## src/hdl/frontEnd_params.svh

```systemverilog
`ifndef FRONTEND_PARAMS_SVH
`define FRONTEND_PARAMS_SVH

// raw fetch word, two 32-bit instructions
`define FETCH_W 64

// sequence numbers wrap at 128
`define SQN_W 7

// micro-ops handed out per dispatched bundle
`define DISPATCH_W 4

// free ROB slots needed before the front end may move
`define WINDOW_MARGIN 4

// memory controller fill port addressing
`define SRAM_ADDR_W 10
`define EXT_ADDR_W 30

`endif

```

## src/hdl/frontEndPkg.sv

```systemverilog
`include "frontEnd_params.svh"

package frontEndPkg;

    // sequence number as handed out by rename and tracked by the ROB
    typedef logic [`SQN_W-1:0] sqN_t;

    // one fetch beat, two instructions side by side
    typedef logic [`FETCH_W-1:0] fetchWord_t;

    // how many of fetch, decode and rename hold a valid bundle
    typedef enum logic [1:0] {
        PIPE_EMPTY  = 2'd0,
        PIPE_FETCH  = 2'd1,
        PIPE_DECODE = 2'd2,
        PIPE_FULL   = 2'd3
    } fetchState_t;

    // fill request from one cache towards the memory controller
    typedef struct packed {
        logic                    ce;
        logic                    we;
        logic [`SRAM_ADDR_W-1:0] sramAddr;
        logic [`EXT_ADDR_W-1:0]  extAddr;
    } memCtrlReq_t;

    // winning request plus the owner tag
    // cacheId is 1 for the instruction cache, 0 for the data cache
    typedef struct packed {
        memCtrlReq_t req;
        logic        cacheId;
    } memCtrlPort_t;

endpackage

```

## src/hdl/fetchSequencer.sv

```systemverilog
module fetchSequencer
    import frontEndPkg::*;
(
    input  logic clk,
    input  logic rst,
    input  logic fetchEn,
    input  logic redirect,
    output logic instrReadEnable,
    output logic decodeValid
);

    fetchState_t state;
    fetchState_t stateNext;

    // one more stage fills per enabled cycle, saturating once rename is reached
    always_comb begin
        stateNext = state;
        if (redirect) begin
            stateNext = PIPE_EMPTY;
        end else if (fetchEn) begin
            case (state)
                PIPE_EMPTY:  stateNext = PIPE_FETCH;
                PIPE_FETCH:  stateNext = PIPE_DECODE;
                PIPE_DECODE: stateNext = PIPE_FULL;
                PIPE_FULL:   stateNext = PIPE_FULL;
                default:     stateNext = PIPE_EMPTY;
            endcase
        end
    end

    always_ff @(posedge clk) begin
        if (rst) begin
            state <= PIPE_EMPTY;
        end else begin
            state <= stateNext;
        end
    end

    // a word is consumed once the fetch stage holds a valid bundle
    assign instrReadEnable = (state != PIPE_EMPTY) && fetchEn;

    // bundle reaches rename only with all three stages valid
    assign decodeValid = (state == PIPE_FULL) && fetchEn;

endmodule

```

## src/hdl/seqWindowCounter.sv

```systemverilog
`include "frontEnd_params.svh"

module seqWindowCounter
    import frontEndPkg::*;
(
    input  logic clk,
    input  logic rst,
    input  logic en,
    input  logic redirect,
    input  logic decodeValid,
    input  sqN_t redirectSqN,
    input  sqN_t maxSqN,
    output sqN_t nextSqN,
    output logic dispatchEnable
);

    localparam int WindowLimit = -`WINDOW_MARGIN;

    // distance to the ROB limit, signed so the wrap at 127 is harmless
    logic signed [`SQN_W-1:0] sqNDiff;

    always_ff @(posedge clk) begin
        if (rst) begin
            nextSqN <= '0;
        end else if (redirect) begin
            // restart numbering right after the redirecting instruction
            nextSqN <= redirectSqN;
        end else if (decodeValid) begin
            nextSqN <= nextSqN + sqN_t'(`DISPATCH_W);
        end
    end

    assign sqNDiff = nextSqN - maxSqN;

    // need at least a full bundle of free ROB entries ahead of us
    assign dispatchEnable = en && !redirect && (sqNDiff <= WindowLimit);

endmodule

```

## src/hdl/instrHoldBuffer.sv

```systemverilog
module instrHoldBuffer
    import frontEndPkg::*;
(
    input  logic       clk,
    input  logic       rst,
    input  logic       instrReadEnable,
    input  fetchWord_t instrRaw,
    output fetchWord_t fetchWord
);

    fetchWord_t heldWord;
    logic       useHeld;

    // the fetch bus moves on while reads are paused, so keep what was shown
    always_ff @(posedge clk) begin
        if (!instrReadEnable) begin
            heldWord <= fetchWord;
        end
    end

    always_ff @(posedge clk) begin
        if (rst) begin
            useHeld <= 1'b0;
        end else begin
            useHeld <= !instrReadEnable;
        end
    end

    // replay the held word for one cycle after the pause
    assign fetchWord = useHeld ? heldWord : instrRaw;

endmodule

```

## src/hdl/fillPortArbiter.sv

```systemverilog
module fillPortArbiter
    import frontEndPkg::*;
(
    input  memCtrlReq_t  icReq,
    input  memCtrlReq_t  dcReq,
    input  logic         mcBusy,
    output memCtrlPort_t mcPort,
    output logic         icBusy,
    output logic         dcBusy
);

    // instruction cache fills always win the shared port
    always_comb begin
        if (icReq.ce) begin
            mcPort.req     = icReq;
            mcPort.cacheId = 1'b1;
        end else begin
            mcPort.req     = dcReq;
            mcPort.cacheId = 1'b0;
        end
    end

    // each side sees the port busy while the other one requests
    assign icBusy = mcBusy || dcReq.ce;
    assign dcBusy = mcBusy || icReq.ce;

endmodule

```

## src/hdl/frontEnd.sv

```systemverilog
module frontEnd
    import frontEndPkg::*;
(
    input  logic         clk,
    input  logic         rst,
    input  logic         en,
    input  logic         decodeFull,
    input  logic         redirect,
    input  logic         mcBusy,
    input  sqN_t         redirectSqN,
    input  sqN_t         maxSqN,
    input  fetchWord_t   instrRaw,
    input  memCtrlReq_t  icReq,
    input  memCtrlReq_t  dcReq,
    output logic         instrReadEnable,
    output logic         decodeValid,
    output logic         dispatchEnable,
    output logic         icBusy,
    output logic         dcBusy,
    output sqN_t         nextSqN,
    output fetchWord_t   fetchWord,
    output memCtrlPort_t mcPort
);

    logic fetchEn;

    // downstream space and an open ROB window both needed to move
    assign fetchEn = !decodeFull && dispatchEnable;

    fetchSequencer u_fetchSequencer (
        .clk             (clk),
        .rst             (rst),
        .fetchEn         (fetchEn),
        .redirect        (redirect),
        .instrReadEnable (instrReadEnable),
        .decodeValid     (decodeValid)
    );

    // sequence numbers advance once per bundle leaving decode
    seqWindowCounter u_seqWindowCounter (
        .clk            (clk),
        .rst            (rst),
        .en             (en),
        .redirect       (redirect),
        .decodeValid    (decodeValid),
        .redirectSqN    (redirectSqN),
        .maxSqN         (maxSqN),
        .nextSqN        (nextSqN),
        .dispatchEnable (dispatchEnable)
    );

    instrHoldBuffer u_instrHoldBuffer (
        .clk             (clk),
        .rst             (rst),
        .instrReadEnable (instrReadEnable),
        .instrRaw        (instrRaw),
        .fetchWord       (fetchWord)
    );

    fillPortArbiter u_fillPortArbiter (
        .icReq  (icReq),
        .dcReq  (dcReq),
        .mcBusy (mcBusy),
        .mcPort (mcPort),
        .icBusy (icBusy),
        .dcBusy (dcBusy)
    );

endmodule

```

## config.mk

```make
export PLATFORM = sky130hd
export DESIGN_NAME = frontEnd
export DESIGN_NICKNAME = d
export VERILOG_FILES = /design/src/hdl/frontEndPkg.sv /design/src/hdl/fetchSequencer.sv /design/src/hdl/seqWindowCounter.sv /design/src/hdl/instrHoldBuffer.sv /design/src/hdl/fillPortArbiter.sv /design/src/hdl/frontEnd.sv
export VERILOG_INCLUDE_DIRS = /design/src /design/src/hdl
export SDC_FILE = /design/constraint.sdc
export NUM_CORES = 1
export LEC_CHECK = 0
export BUFFER_PORTS_ARGS = -buffer_cell sky130_fd_sc_hd__buf_2
export CAP_MARGIN = 10
export CORE_AREA = 2 2 110 112
export DETAILED_ROUTE_END_ITERATION = 8
export DIE_AREA = 0 0 112 114
export GPL_ROUTABILITY_DRIVEN = 0
export HOLD_SLACK_MARGIN = 0.03
export PLACE_DENSITY = 0.76
export SLEW_MARGIN = 40
export SYNTH_ARGS = -nofsm -noshare
export SYNTH_HDL_FRONTEND = slang
export SYNTH_SLANG_ARGS = --single-unit
```

## constraint.sdc

```tcl
create_clock -name clk -period 5.4 [get_ports clk]
set_input_delay 0.54 -clock clk [delete_from_list [all_inputs] [get_ports clk]]
set_output_delay 0.54 -clock clk [all_outputs]
set_load 0.02 [all_outputs]
```

==> results of run 1 <==
[state kept, by name, summed over array words and instances, names as in the netlist]
name / flops
u_fetchSequencer.state: 2
u_instrHoldBuffer.heldWord: 64
u_instrHoldBuffer.useHeld: 1
u_seqWindowCounter.nextSqN: 7
[through the flow]
step	util, %	area [um^2]	worst slack, ns	cells
2_1_floorplan	-	4020	1.72	278
3_3_place_gp	47.6	5580	2.13	697
3_5_place_dp	47.6	5580	2.07	697
4_1_cts	50.4	5900	2.08	713
5_1_grt	50.4	5900	1.92	713
6_report	50.4	5900	2.08	713
[final cells by class]
class,count,share of cell area [%]
clock inverter,6,1.53
timing repair buffer,288,24.6
multi-input combinational,171,29.9
clock buffer,10,3.88
inverter,17,1.08
sequential,74,36.0
tap,147,3.12
[worst min-delay path by stage]
stage	startpoint	to	slack, ns
6_report	redirectSqN[1]	u_seqWindowCounter.nextSqN[1]	0.46
5_1_grt	redirectSqN[1]	u_seqWindowCounter.nextSqN[1]	0.47
4_1_cts	redirectSqN[1]	u_seqWindowCounter.nextSqN[1]	0.45
3_5_place_dp	u_fetchSequencer.state[0]	u_fetchSequencer.state[0]	0.54
3_3_place_gp	u_seqWindowCounter.nextSqN[0]	u_seqWindowCounter.nextSqN[0]	0.51
2_1_floorplan	u_fetchSequencer.state[0]	u_fetchSequencer.state[0]	0.51
[cells by family after synthesis]
| family | Yosys count | share of synthesized area, % |
|---|---|---|
| AOI/OAI and AO/OA | 21 | 5.85 |
| xor gates and xnor gates | 4 | 1.06 |
| adders and majority gates | 7 | 2.18 |
| buffers and inverters | 33 | 3.36 |
| DFF | 74 | 52.8 |
| muxes | 107 | 29.9 |
| and+or+nand+nor | 32 | 4.83 |
[cells in the mapped netlist, types with 2 or more instances]
cell type | count | area [um^2]
clkbuf_1 | 12 | 45.0
a31oi_1 | 2 | 12.5
a221oi_2 | 2 | 30.0
ha_1 | 7 | 87.6
nor3_1 | 2 | 10.0
or2_2 | 3 | 18.8
xnor2_1 | 3 | 26.3
a41oi_1 | 2 | 17.5
a21o_1 | 2 | 15.0
nand3_1 | 3 | 15.0
a2111oi_2 | 3 | 45.0
and4_1 | 2 | 17.5
buf_1 | 2 | 7.51
mux2_2 | 105 | 1180
edfxtp_1 | 64 | 1920
inv_1 | 17 | 63.8
nor2_1 | 10 | 37.5
nand2_1 | 2 | 7.51
a311oi_1 | 2 | 17.5
a31o_1 | 2 | 17.5
dfxtp_1 | 10 | 200
nor2_2 | 2 | 12.5
mux2i_1 | 2 | 20.0
[metal layers]
metal	vias to the layer above	wire [um]	global-route usage, %	part of all wire (%)
met5	-	0	0	0
met1	1577	4230	19.0	36
met4	0	262	6.26	2.3
met3	16	1080	4.73	9.3
met2	193	6060	32.2	52
li1	1636	-	-	-
[power breakdown]
part	total (uW)	switching, uW	internal [uW]	leakage (uW)
combinational	419	237	182	0.00182
clock	622	217	406	0.000153
sequential	700	16.8	683	0.000760
[worst max-delay path, delay by kind of cell, from the launching register on]
kind                     cells  cell delay, ns
AO/OA/AOI/OAI                3            1.22
adder cells (fa/ha/maj)      1            0.35
buffers and inverters        1            0.19
flip-flops                   1            0.34
AND/OR/NAND/NOR              1            0.35
==> results.md, run 1 <==
- Outcome: finished clean
- Max clock buf depth: 2
- Crit Path Class: register to output port
- R2r endpoint: u_instrHoldBuffer.heldWord[31]
- CTS Buf Count: 9
- Worst-Skew Late Latency: 0.32 ns
- Buffers on Ports: 286
- Ys flop type: edfxtp_1
- Synth cell types: 40
- Vias in the first global route: 3220
- Fillers: 1043
- Synthesis-to-layout area growth: 46.8%
- Post-synthesis sequential area ratio: 52.8%
- Root Buffer: clkbuf_16
- Vias per cell: 4.80
- Initial DRC count: 181
- Maximum number of pins on one net before global-route repair: 65
- Register area: 2120 um^2
- Initial DRT Pass Iterations: 4
- Antenna Cells: 0
- Layout cells sized above 1: between 70% and 80%
- Final Skew: 0.00643 ns
- CTS hold repair buffers: 0
- Worst reg2reg path startpoint: u_seqWindowCounter.nextSqN[3]
- Die span in y: 114 um
- DP HPWL: between 9000 and 10000 um
- Max-cap violations: 0
- Number of synthesized flops with an enable pin: 64
- CTS tree: yes
- Routed Antenna Nets: 0
- Max FO, Critical Path: 15
- Commonest non-fill, non-tap cell in the layout: buf_2
- Critical Path AT: ~2.8 ns
- Crit path capture: instrReadEnable
- Reg clk slew, reported paths: 0.06 ns
- Initial antenna violation count: 0
- Synth Net Count: ~450
- Multi-input logic area: ~1800 um^2
- Setup tns final: 0 ns
- Most frequent cells in the layout: buf_2 (285), mux2_2 (105), edfxtp_1 (64)
- Syn Inst Count: 278
- Sink Count: 74
- Initial cell density of the core: 34.3%
- # rows: 40
- Vias: roughly 3400
- Critical Path Slowest Stage Cell: a2111oi_4
- GRT Util Overall: 17.3%
- CP Launch Type: register
- I/O pin cnt: 287
- Reg2Reg Depth: 7
- Worst path max stage delay: about 0.78 ns
- Htree depth: 3
- Resized cells post-CTS: 0
- Final Setup Violations: 0
- Worst Hold Depth: 3
- Pwr Total: 1740 uW
- Leak: 0.00273 uW
- Period utilization: 61.5%
- PD cells: 295 nW/um^2
- RSZ-0062 raised after global routing: no
- FFs w/ async S/R, synth: 0%
- Chip Width: between 100 and 150 um
- Endpoints failing hold: 0
- Worst min path class: primary input to register
- Total routed wirelength: 11600 um
- Nets: 736
- Endpoint class of the critical path: output port
- FF-to-FF setup slack: 2.36 ns
- Final Critical Period: 3.32 ns
- DIE AREA: about 13000 um^2
- Crit path cell chain: ha_1 > a211oi_2 > a311oi_2 > a2111oi_4 > and4bb_1 > buf_2
- Total congestion overflow: 0
- First-pass GRT wire length: 17100 um
- Worst Max-Slew Pin Slew: 0.811 ns
- Final slew viol count: 0
- VDD IR max: 160 uV
- Post-synthesis cell area: 4020 um^2
- Synth Warn #: 0
- Residual DRC: 0
- Core Box Area: 11700 um^2
- Setup Fix Bufs, Post-CTS: 0
- Max frequency: 0.301 GHz
- Hold_ws: around 0.46 ns
- CP Data Required Time: between 4 and 5 ns
- Avg Inst Size Synth: 14.5 um^2
- CP Launch Point: u_seqWindowCounter.nextSqN[3]
- Yosys reg bits: 74
- Avg WL per Cell: approximately 16 um
- Worst slew margin: 45.9%
Note: power is estimated with default switching activity, not from simulation.
==> run 2, diff against run 1 <==
- CORE_AREA: 2 2 110 112 -> 2 2 111 113
- DIE_AREA: 0 0 112 114 -> 0 0 113 115
- PLACE_DENSITY: 0.76 -> 0.78
- clock period: 5.4 -> 2.9 ns (I/O delays scaled with it)
==> results.md, run 2 (synthesis results as in run 1) <==
- Resized cells post-CTS: 0 (unchanged)
- Post-Place Cells: 699 (+0.29%)
- CTS hold repair buffers: 0 (unchanged)
- Vias: 3356 (-1.9%)
- Avg WL per Cell: 16.0 um (-1.8%)
- Layout cells sized above 1: 77.6% (+2.0 points)
- Crit Path Class: register to output port
- Initial DRT Pass Iterations: 6 (+2)
- Maximum number of pins on one net before global-route repair: 55 (-15%)
- Pint: 2290 uW (+80%)
- Nets: 738 (+0.27%)
- CP Data Required Time: 2.61 ns (-2.25 ns)
- Failing checks: design-rule violations
- Top reg by flops: u_instrHoldBuffer.heldWord
- Total congestion overflow: 0 (unchanged)
- Max FO, Critical Path: 7 (-8)
- Final Setup Violations: 0 (unchanged)
- Sink Count: 74 (unchanged)
- RSZ-0062 raised after global routing: no
- Endpoints failing hold: 0 (unchanged)
- Setup Fix Bufs, Post-CTS: 0 (unchanged)
- Sequential share of power: 41.4% (+1.2 points)
- Max-cap violations: 0 (unchanged)
- Max FFs per register: 64 (unchanged)
- PnR worst setup slack: 0.312 ns (-1.77 ns)
- DIE AREA: 13000 um^2 (+1.8%)
- Residual DRC: 21 (+21)
- Initial DRC count: 171 (-5.5%)
- Worst min path class: primary input to register
- CTS Buf Count: 9 (unchanged)
- Htree depth: 3 (unchanged)
- Chip Width: 113 um (+0.89%)
- Biggest registers after layout: u_instrHoldBuffer.heldWord: 64 flops, u_seqWindowCounter.nextSqN: 7 flops, u_fetchSequencer.state: 2 flops
- Die span in y: 115 um (+0.88%)
- Most frequent cells in the layout: buf_2 (285), mux2_2 (105), edfxtp_1 (64)
- Endpoint class of the critical path: output port
- Psw: 878 uW (+87%)
- Worst Max-Slew Pin Slew: 0.595 ns (-0.216 ns)
- Critical Path AT: 2.30 ns (-0.48 ns)
- Core Box Area: 11800 um^2 (+0.85%)
- Clock Power Share: 33.9% (-1.8 points)
- Max frequency: 0.386 GHz
- Worst slew margin: 60.3% (+14 points)
- Root Buffer: clkbuf_16
- Period utilization: between 80% and 90%
- CP Launch Type: register
- Worst-Skew Late Latency: 0.33 ns (about the same)
- Final Skew: 0.00618 ns (-0.000255 ns)
- Reg clk slew, reported paths: 0.06 ns (about the same)
- Final core occ: 50.8% (+0.46 points)
- Met3 wire len: 1030 um (-5.1%)
- # rows: 40 (unchanged)
- I/O pin cnt: 287 (unchanged)
- Leak: 0.00275 uW (+0.59%)
- Routed length on met1: 4240 um (about the same)
- First-pass GRT wire length: 16800 um (-1.9%)
- Max clock buf depth: 2 (unchanged)
- Routed Antenna Nets: 0 (unchanged)
- Outcome: finished, violations left
- Place WS: 0.383 ns (-1.69 ns)
- Synthesis-to-layout area growth: 49.4%
- Initial antenna violation count: 3 (+3)
- PD cells: 527 nW/um^2 (+78%)
- Final Critical Period: 2.59 ns
- GRT Util Overall: 16.8% (-0.48 points)
- Switching part of the total: 27.8% (+0.74 points)
- Total routed wirelength: 11500 um (-1.1%)
- Combinational Power Share: 24.7% (+0.6 points)
- CTS tree: yes
- Vias in the first global route: 3289 (+2.1%)
- Final slew viol count: 0 (unchanged)
- Buffers on Ports: 286 (unchanged)
- WL met2: 6130 um (+1.2%)
- Top Layer Used: met4
- Pwr Total: 3160 uW (+82%)
- DP HPWL: 9330 um (-1.6%)
- VDD IR max: 241 uV (+50%)
- Commonest non-fill, non-tap cell in the layout: buf_2
- Vias per cell: 4.67 (-2.6%)
- Final Non-Filler Cells: 718 (+0.70%)
- Initial cell density of the core: 34.0% (-0.29 points)
-- run 2: cell type report --
cell class	instances	area [um^2]
Clock buffer	9	225
Inverter	17	67.6
Antenna cell	3	7.51
Clock inverter	7	70.1
Multi-Input combinational cell	171	1820
Timing Repair Buffer	290	1490
Tap cell	147	184
Fill cell	1030	5810
Sequential cell	74	2140
-- run 2: metrics by stage --
stage | area [um^2] | hold slack, ns | TNS [ns]
global route | 6010 | 0.211 | 0
CTS | 6000 | 0.190 | 0
global placement | 5700 | 0.497 | 0
finish | 6010 | 0.206 | 0
detailed placement | 5700 | 0.524 | 0
floorplan | 4100 | 0.435 | -15.16
-- run 2: layer usage --
layer	global-route usage, %	up-vias
met3	5.01	8
li1	-	1634
met1	18.1	1532
met4	7.07	0
met5	0	-
met2	30.9	182
-- run 2: power by group through the flow --
stage	clock, uW	combinational (uW)	sequential, uW
after floorplan	0	485	1320
after global placement	0	773	1330
after detailed placement	0	786	1330
after CTS	1110	790	1310
after global routing	1150	838	1320
final	1070	781	1310
-- run 2: path summary, 6_finish.rpt --
path,slack (ns),endpoint,startpoint,cells past startpoint
worst max register to register,0.50,u_instrHoldBuffer.heldWord[27],u_seqWindowCounter.nextSqN[2],7
worst min-delay path,0.21,u_seqWindowCounter.nextSqN[0],redirectSqN[0],3
worst max-delay path,0.31,instrReadEnable,u_seqWindowCounter.nextSqN[2],6
worst min register to register,0.53,u_seqWindowCounter.nextSqN[0],u_seqWindowCounter.nextSqN[0],2
-- run 2: critical path, cell delays in order (launching register included) --
cell and delay [ns]:
dfxtp_2 0.33, ha_1 0.31, or3_1 0.34, and3_2 0.23, nor2_2 0.25, and4bb_4 0.31, buf_2 0.19
